`config.mk`:
```
export PLATFORM = sky130hd
export DESIGN_NAME = issue_queue_ooo
export DESIGN_NICKNAME = d
export VERILOG_FILES = /design/src/logic/issue_ops_pkg.sv /design/src/logic/issue_types_pkg.sv /design/src/logic/issue_queue_ooo.sv
export VERILOG_INCLUDE_DIRS = /design/src /design/src/include
export SDC_FILE = /design/constraint.sdc
export NUM_CORES = 1
export LEC_CHECK = 0
export ABC_AREA = 0
export BUFFER_PORTS_ARGS = -buffer_cell sky130_fd_sc_hd__buf_2
export CORE_AREA = 5 5 251 253
export CTS_CLUSTER_SIZE = 16
export DETAILED_ROUTE_END_ITERATION = 10
export DIE_AREA = 0 0 256 258
export GPL_TIMING_DRIVEN = 0
export HOLD_SLACK_MARGIN = 0.05
export PLACE_DENSITY = 0.8
export SYNTH_ARGS = -nofsm -noshare
export SYNTH_HDL_FRONTEND = slang
export SYNTH_SLANG_ARGS = --single-unit
export TNS_END_PERCENT = 10
```
`constraint.sdc`:
```
create_clock -name clk -period 3.4 [get_ports clk]
set_input_delay 0.17 -clock clk [delete_from_list [all_inputs] [get_ports clk]]
set_output_delay 0.17 -clock clk [all_outputs]
set_load 0.02 [all_outputs]
```
`src/include/issue_defines.svh`:
```
`ifndef ISSUE_DEFINES_SVH
`define ISSUE_DEFINES_SVH

// operand and immediate width
`define ISSUE_WORD_WIDTH 32

`define ISSUE_PC_WIDTH 32

// tag width is log2 of this
`define ISSUE_ROB_DEPTH 16

// reservation entries per queue
`define ISSUE_ALU_QUEUE_DEPTH 4
`define ISSUE_MEM_QUEUE_DEPTH 4

`endif

```
`src/logic/issue_ops_pkg.sv`:
```
package issue_ops_pkg;

    // base integer ops, then the immediate forms
    typedef enum logic [4:0] {
        ALU_OP_NOP,
        ALU_OP_ADD,
        ALU_OP_SUB,
        ALU_OP_AND,
        ALU_OP_OR,
        ALU_OP_XOR,
        ALU_OP_SLL,
        ALU_OP_SRL,
        ALU_OP_SRA,
        ALU_OP_SLT,
        ALU_OP_SLTU,
        ALU_OP_LUI,
        ALU_OP_AUIPC,
        ALU_OP_ADDI,
        ALU_OP_SLTI,
        ALU_OP_SLTIU,
        ALU_OP_ANDI,
        ALU_OP_ORI,
        ALU_OP_XORI,
        ALU_OP_SLLI,
        ALU_OP_SRLI,
        ALU_OP_SRAI
    } alu_op_e;

    typedef enum logic [3:0] {
        MEM_OP_NOP,
        MEM_OP_LB,
        MEM_OP_LH,
        MEM_OP_LW,
        MEM_OP_LBU,
        MEM_OP_LHU,
        MEM_OP_SB,
        MEM_OP_SH,
        MEM_OP_SW
    } mem_op_e;

endpackage

```
`src/logic/issue_types_pkg.sv`:
```
`include "issue_defines.svh"

package issue_types_pkg;
    import issue_ops_pkg::*;

    typedef logic [`ISSUE_WORD_WIDTH-1:0]        word_t;
    typedef logic [`ISSUE_PC_WIDTH-1:0]          pc_t;
    typedef logic [$clog2(`ISSUE_ROB_DEPTH)-1:0] rob_tag_t;

    // operand as held in a queue
    typedef struct packed {
        logic     pending;
        rob_tag_t tag;
        word_t    value;
    } src_t;

    // raw source from rat, rob and gpr
    // once steered, rat_valid marks pending and gpr_value holds the operand
    typedef struct packed {
        logic     rat_valid;
        rob_tag_t tag;
        logic     rob_valid;
        word_t    rob_value;
        word_t    gpr_value;
    } dispatch_src_t;

    typedef struct packed {
        alu_op_e       alu_op;
        mem_op_e       mem_op;
        pc_t           pc;
        word_t         imm;
        rob_tag_t      dst_tag;
        dispatch_src_t src1;
        dispatch_src_t src2;
    } dispatch_t;

    typedef struct packed {
        logic     valid;
        rob_tag_t tag;
        word_t    value;
    } wb_bus_t;

    typedef struct packed {
        logic     valid;
        alu_op_e  alu_op;
        pc_t      pc;
        word_t    imm;
        word_t    rs1;
        word_t    rs2;
        rob_tag_t dst_tag;
    } alu_issue_t;

    typedef struct packed {
        logic     valid;
        mem_op_e  mem_op;
        pc_t      pc;
        word_t    imm;
        word_t    rs1;
        word_t    rs2;
        rob_tag_t dst_tag;
    } mem_issue_t;

    function automatic src_t resolved_src(dispatch_src_t d);
        src_t s;
        s.pending = d.rat_valid;
        s.tag     = d.tag;
        s.value   = d.gpr_value;
        return s;
    endfunction

    // alu bus first when both carry the tag
    function automatic src_t wake_src(src_t s, wb_bus_t a, wb_bus_t b);
        src_t r;
        r = s;
        if (s.pending && a.valid && a.tag == s.tag) begin
            r.pending = 1'b0;
            r.value   = a.value;
        end else if (s.pending && b.valid && b.tag == s.tag) begin
            r.pending = 1'b0;
            r.value   = b.value;
        end
        return r;
    endfunction

endpackage

```
`src/logic/issue_queue_ooo.sv`:
```
`include "issue_defines.svh"

module issue_queue_ooo (
    input  logic                        clk,
    input  logic                        reset,
    input  logic                        flush,
    input  logic                        push,
    input  issue_types_pkg::dispatch_t  entry,
    input  issue_types_pkg::wb_bus_t    wb_alu,
    input  issue_types_pkg::wb_bus_t    wb_load,
    output logic                        full,
    output issue_types_pkg::alu_issue_t issue
);
    import issue_ops_pkg::*;
    import issue_types_pkg::*;

    localparam int DEPTH = `ISSUE_ALU_QUEUE_DEPTH;
    localparam int IDX_W = $clog2(DEPTH);

    typedef struct packed {
        alu_op_e  alu_op;
        pc_t      pc;
        word_t    imm;
        rob_tag_t dst_tag;
        src_t     src1;
        src_t     src2;
    } alu_slot_t;

    alu_slot_t              slots [DEPTH];
    alu_slot_t              incoming;
    logic [DEPTH-1:0]       valid;
    logic [DEPTH-1:0]       ready;
    logic [IDX_W-1:0]       free_idx;
    logic [IDX_W-1:0]       sel_idx;
    logic                   sel_any;

    // incoming operands also see this cycle's writebacks
    always_comb begin
        incoming.alu_op  = entry.alu_op;
        incoming.pc      = entry.pc;
        incoming.imm     = entry.imm;
        incoming.dst_tag = entry.dst_tag;
        incoming.src1    = wake_src(resolved_src(entry.src1), wb_alu, wb_load);
        incoming.src2    = wake_src(resolved_src(entry.src2), wb_alu, wb_load);
    end

    always_comb begin
        for (int i = 0; i < DEPTH; i++) begin
            ready[i] = valid[i] && !slots[i].src1.pending && !slots[i].src2.pending;
        end
    end

    // lowest index wins for both free slot and issue pick
    always_comb begin
        free_idx = '0;
        sel_idx  = '0;
        for (int i = DEPTH - 1; i >= 0; i--) begin
            if (!valid[i]) begin
                free_idx = IDX_W'(i);
            end
            if (ready[i]) begin
                sel_idx = IDX_W'(i);
            end
        end
    end

    assign sel_any = |ready;
    assign full    = &valid;

    always_ff @(posedge clk) begin
        if (reset || flush) begin
            valid <= '0;
        end else begin
            if (sel_any) begin
                valid[sel_idx] <= 1'b0;
            end
            if (push) begin
                valid[free_idx] <= 1'b1;
            end
        end
    end

    always_ff @(posedge clk) begin
        for (int i = 0; i < DEPTH; i++) begin
            if (push && free_idx == IDX_W'(i)) begin
                slots[i] <= incoming;
            end else begin
                slots[i].src1 <= wake_src(slots[i].src1, wb_alu, wb_load);
                slots[i].src2 <= wake_src(slots[i].src2, wb_alu, wb_load);
            end
        end
    end

    always_ff @(posedge clk) begin
        if (reset || flush) begin
            issue.valid <= 1'b0;
        end else begin
            issue.valid <= sel_any;
        end
        if (sel_any) begin
            issue.alu_op  <= slots[sel_idx].alu_op;
            issue.pc      <= slots[sel_idx].pc;
            issue.imm     <= slots[sel_idx].imm;
            issue.rs1     <= slots[sel_idx].src1.value;
            issue.rs2     <= slots[sel_idx].src2.value;
            issue.dst_tag <= slots[sel_idx].dst_tag;
        end
    end

    a_no_push_full: assert property (@(posedge clk) disable iff (reset) push |-> !full)
        else $error("alu queue pushed while full");

endmodule

```
# ---- Word level (Yosys, flattened, before mapping)
# Memories as Yosys holds them, arrays and structs flattened. A register that Yosys moved wholly into a read port is not among the register bits.
# Index checks and enable logic that the tools add are counted.
dict set report word_totals {
  regBits 5
  latch_bits 0
  ramBits 588
  rom_bits 0
  inputBits 295
  output_inout_bits 139
  n_memories 1
}
dict set report classes {
  n_addsub 0
  mul 0
  n_div 0
  n_lt_le_gt_ge 4
  eq_ne 23
  shift 0
  n_mux 91
  n_bitwise 11
  reduce_logical 66
}
# memory words width read_ports rd_clocked_by_memory_dff write_ports line_no
set memory_table {}
lappend memory_table {slots 4 147 5 1 4 issue_queue_ooo.sv:29} ;# alu_slot_t slots [DEPTH];
# op n
set op_table {}
lappend op_table {{32-bit 2-to-1 mux} 28}
lappend op_table {{37-bit 2-to-1 mux} 8}
lappend op_table {{4-bit equality test} 20}
lappend op_table {{1-bit logical AND} 54}
lappend op_table {{1-bit 2-to-1 mux} 42}
lappend op_table {{2-bit 2-to-1 mux} 8}
lappend op_table {{4-bit 2-to-1 mux} 3}
lappend op_table {{1-bit logical NOT} 8}
lappend op_table {{1-bit bitwise OR} 8}
lappend op_table {{2-bit by 3-bit less-than comparator with 1-bit output, second input constant} 2}
lappend op_table {{4-bit AND} 1}
lappend op_table {{1-bit demux with 2-bit select} 2}
lappend op_table {{2-bit equality test, second input constant} 2}
lappend op_table {{2-bit by 1-bit >= comparator with 1-bit output, second input constant} 2}
lappend op_table {{4-bit inverter} 1}
lappend op_table {{4-bit bitwise OR} 1}
lappend op_table {{4-bit AND reduction} 1}
lappend op_table {{4-bit OR reduction} 1}
lappend op_table {{2-bit by 1-bit equality test with 1-bit output, second input constant} 1}
lappend op_table {{2-bit logical NOT} 1}
lappend op_table {{1-bit logical OR} 1}

# ---- Logic depth before layout (Yosys ltp)
# An unclocked memory read counts as a cell.
dict set report depth {
  word_depth 18
  mapped_depth 8
  mapped_depth_nobuf 6
}

# ---- Worst setup path before layout
# OpenSTA, ideal clock, no wires.
dict set report synth_timing {
  kind {register to register}
  start {register valid[0]}
  end {memory slots[1][48] in the netlist's numbering (data pin)}
  setup_ns 0.271
  t_arrival_ns 3.224
  t_required_ns 3.129
  path_slack_ns -0.095
  stages_incl_launch_ff 9
  n_path_buf 2
  cell_sequence {dfxtp_1 nand3b_1 inv_1 and4_1 o2bb2a_1 clkbuf_1 clkbuf_1 nor2_1 a211oi_1}
}
# item line_no
set synth_lines {}
lappend synth_lines {{start, declared} issue_queue_ooo.sv:31} ;# logic [DEPTH-1:0] valid;
lappend synth_lines {{start signal, assigned} issue_queue_ooo.sv:72} ;# valid <= '0;
lappend synth_lines {{start signal, assigned by index} issue_queue_ooo.sv:75} ;# valid[sel_idx] <= 1'b0;
lappend synth_lines {{start signal, assigned by index} issue_queue_ooo.sv:78} ;# valid[free_idx] <= 1'b1;
lappend synth_lines {{end, declared} issue_queue_ooo.sv:29}

==> metrics.csv <==
stage,metric,value,unit
status,status,"complete, but fails checks",
status,violations,design-rule violations,
critical_path,r2r_start,slots[2][70],
synthesis,syn_nets,2506,
min_path,holdCritPathClass,in2reg,
grt,grt_pass1_vias,23900,
min_path,min_from,entry[82],
grt,grt_pass1_wl,146000,µm
final_layout,num-fill-cells,4378,
timing,fin_crit_sh,98.9,%
clock_tree,clock_path_buffers,3,
run,maxCapViolations,0,
timing,fin_skew,32.0,ps
detailed_routing,initialDrtViolationCount,4730,
power,vdd_drop_max,0.361,mV
grt,track_usage,29.0,%
timing,whs,68.9,ps
grt,overflow,0,
final_layout,seq_area,0.0219,mm²
clock_tree,clkTransAtPathRegs,60,ps
synthesis,synth_area_leaders,"edfxtp_1 (70%), a221oi_1 (5.4%), a222oi_1 (4.5%)",
grt,grt_max_degree,62,
power,power.leakage,13.7,nW
critical_path,critical_path.startpoint,slots[2][70],
synthesis,synth_common_cells,"edfxtp_1 (725), nor2_1 (298), nand2_1 (280)",
timing,period_needed,3360,ps
timing,worst_slew_pin_slew,1260,ps
synthesis,async_reset_ff_share,0,%
synthesis,ys_types,51,
critical_path,path_max_fanout,19,
floorplan,ioPinCount,434,
floorplan,die-area,0.0660,mm²
clock_tree,insertion_delay,630,ps
place,gp_congestion,0.955,
timing,hold_violations,0,
timing,setup_tns,0,ps
detailed_routing,wl_per_cell,27.6,µm
synthesis,ys_ff_latch,730,
synthesis,yosys.area.top_type,edfxtp_1,
floorplan,core_area,0.0608,mm²
synthesis,yosys_warnings,0,
critical_path,crit_path_end_kind,flip-flop,
critical_path,arrival,3660,ps
detailed_routing,dr.pass1.iters,11,
clock_tree,cts_buffers,75,
final_layout,multi_input_area,0.00821,mm²
synthesis,netlist_area,0.0310,mm²
final_layout,final_nets,3057,
final_layout,drive_gt1_share,19.1,%
critical_path,crit_path_start_kind,flip-flop,
detailed_routing,drc_errors,11,
synthesis,yosysMostFrequentCell,edfxtp_1,
floorplan,die_w,256,µm
synthesis,synth_edf_count,725,
synthesis,ys.flop_type,edfxtp_1,
grt,antenna_found_initial,13,
timing,drv_slew,0,
floorplan,start_util,51.1,%
clock_tree,cts_tree,built,
synthesis,ys_seq_area_share,70.4,%
final_layout,area_growth,21.6,%
power,p_per_area,526,mW/mm²
timing,setup_violations,0,
detailed_routing,via_per_inst,6.55,
timing,slew_headroom,16.3,%
timing,clock.fmax,0.297,GHz
clock_tree,cts.sinks,730,
synthesis,synth_top_area_share,70.1,%
floorplan,die_h,258,µm
floorplan,rows,91,
detailed_routing,wirelength,99800,µm
detailed_routing,antenna_left,0,
synthesis,netlist_instances,2211,
place,port_buffers,327,
clock_tree,cts_root_buf,clkbuf_16,
synthesis,avgSynthCellArea,14.0,µm²
clock_tree,htreeDepth,3,
critical_path,critPathRequiredTime,3700,ps
timing,grt_setup_unrepaired,no,
critical_path,critPathKind,reg2reg,
place,hpwl,64200,µm
detailed_routing,dr_total_vias,23700,
[flip-flops by register name, summed over array words and instances, names as in the netlist]
signal	count
valid	4
issue	138
slots	588
[worst max-delay path: stages (launching register included)]
cell and delay [ps]:
edfxtp_1 420, nor2b_1 160, a2111o_1 420, o31ai_2 730, buf_2 510, a41o_2 520, buf_12 280
[metrics by stage]
| step | util [%] | instances | setup WS (ps) | power, mW | cell area, µm² |
|---|---|---|---|---|---|
| finish | 62.1 | 3619 | 35.7 | 19.9 | 37800 |
| global route | 62.1 | 3617 | 20.1 | 20.4 | 37700 |
| CTS | 62.0 | 3609 | 95.3 | 19.8 | 37700 |
| detailed placement | 55.9 | 3340 | -330 | 11.7 | 34000 |
| global placement | 55.4 | 3328 | -2160 | 11.7 | 33700 |
| floorplan | - | 2211 | -3.90 | 11.2 | 31100 |
[final timing paths]
| kind | endpoint | slack (ps) | cells past startpoint |
|---|---|---|---|
| worst max-delay path | slots[2][45] | 40 | 6 |
| worst min-delay path | slots[1][49] | 70 | 3 |
| worst max register to register | slots[2][45] | 40 | 6 |
| worst min register to register | issue[100] | 510 | 2 |
[report_power, final]
part           switching (mW)  internal, mW  leakage, nW
clock                    3.51          4.62         1.16
combinational           0.915         0.528         5.90
sequential             0.0807          10.2         6.69
total                    4.50          15.4         13.7
[metal layers]
metal	vias up	GRT usage [%]	share of wire (%)
met1	11300	35.4	34
met3	422	8.73	13
li1	9872	-	-
met5	-	0	0.096
met4	14	13.2	5.2
met2	2062	47.9	48
[cell type report]
| cell class | count | area share (%) |
|---|---|---|
| clock inverter | 45 | 1.20 |
| sequential | 730 | 57.9 |
| timing repair buffer | 473 | 8.56 |
| antenna | 6 | 0.0398 |
| tap | 790 | 2.62 |
| multi-input combinational | 1246 | 21.8 |
| buffer | 189 | 2.19 |
| timing repair inverter | 1 | 0.0133 |
| inverter | 46 | 0.487 |
| clock buffer | 93 | 5.21 |
[kinds of logic after synthesis]
family / after synthesis / synth area share [%]
AOI/OAI and AO/OA: 468 / 13.0
DFF: 730 / 70.4
xor gates and xnor gates: 65 / 1.83
buffers and inverters: 235 / 3.22
muxes: 64 / 3.11
and+or+nand+nor: 649 / 8.41
[repair_timing]
item,in CTS,in global routing
cloned,1,0
endpoints found under the setup margin,66,35
setup buffers,2,4
hold endpoints to repair,401,0
resized for setup,1,1
hold buffers,128,0
[cell usage in the layout, fill, tap and decap left out, drive strengths merged, types with 3 or more instances in the layout]
master	netlist	final
a41o	8	8
inv	46	49
or3	6	6
nor2b	5	5
a21oi	33	33
buf	70	415
edfxtp	725	725
nand3	12	12
a211oi	66	66
clkinv	0	31
bufinv	0	6
xor2	34	34
nand2b	7	7
clkbuf	119	212
nor3b	3	3
and3	10	10
dlygate4sd3	0	128
nand2	280	280
o21ai	15	15
a222oi	139	139
a221oi	192	192
nor2	298	298
dfxtp	5	5
xnor2	31	31
and4	3	3
and2	3	3
clkinvlp	0	6
mux2i	64	64
nor3	12	12
diode	0	6
Power figures use the tool's default switching activity.
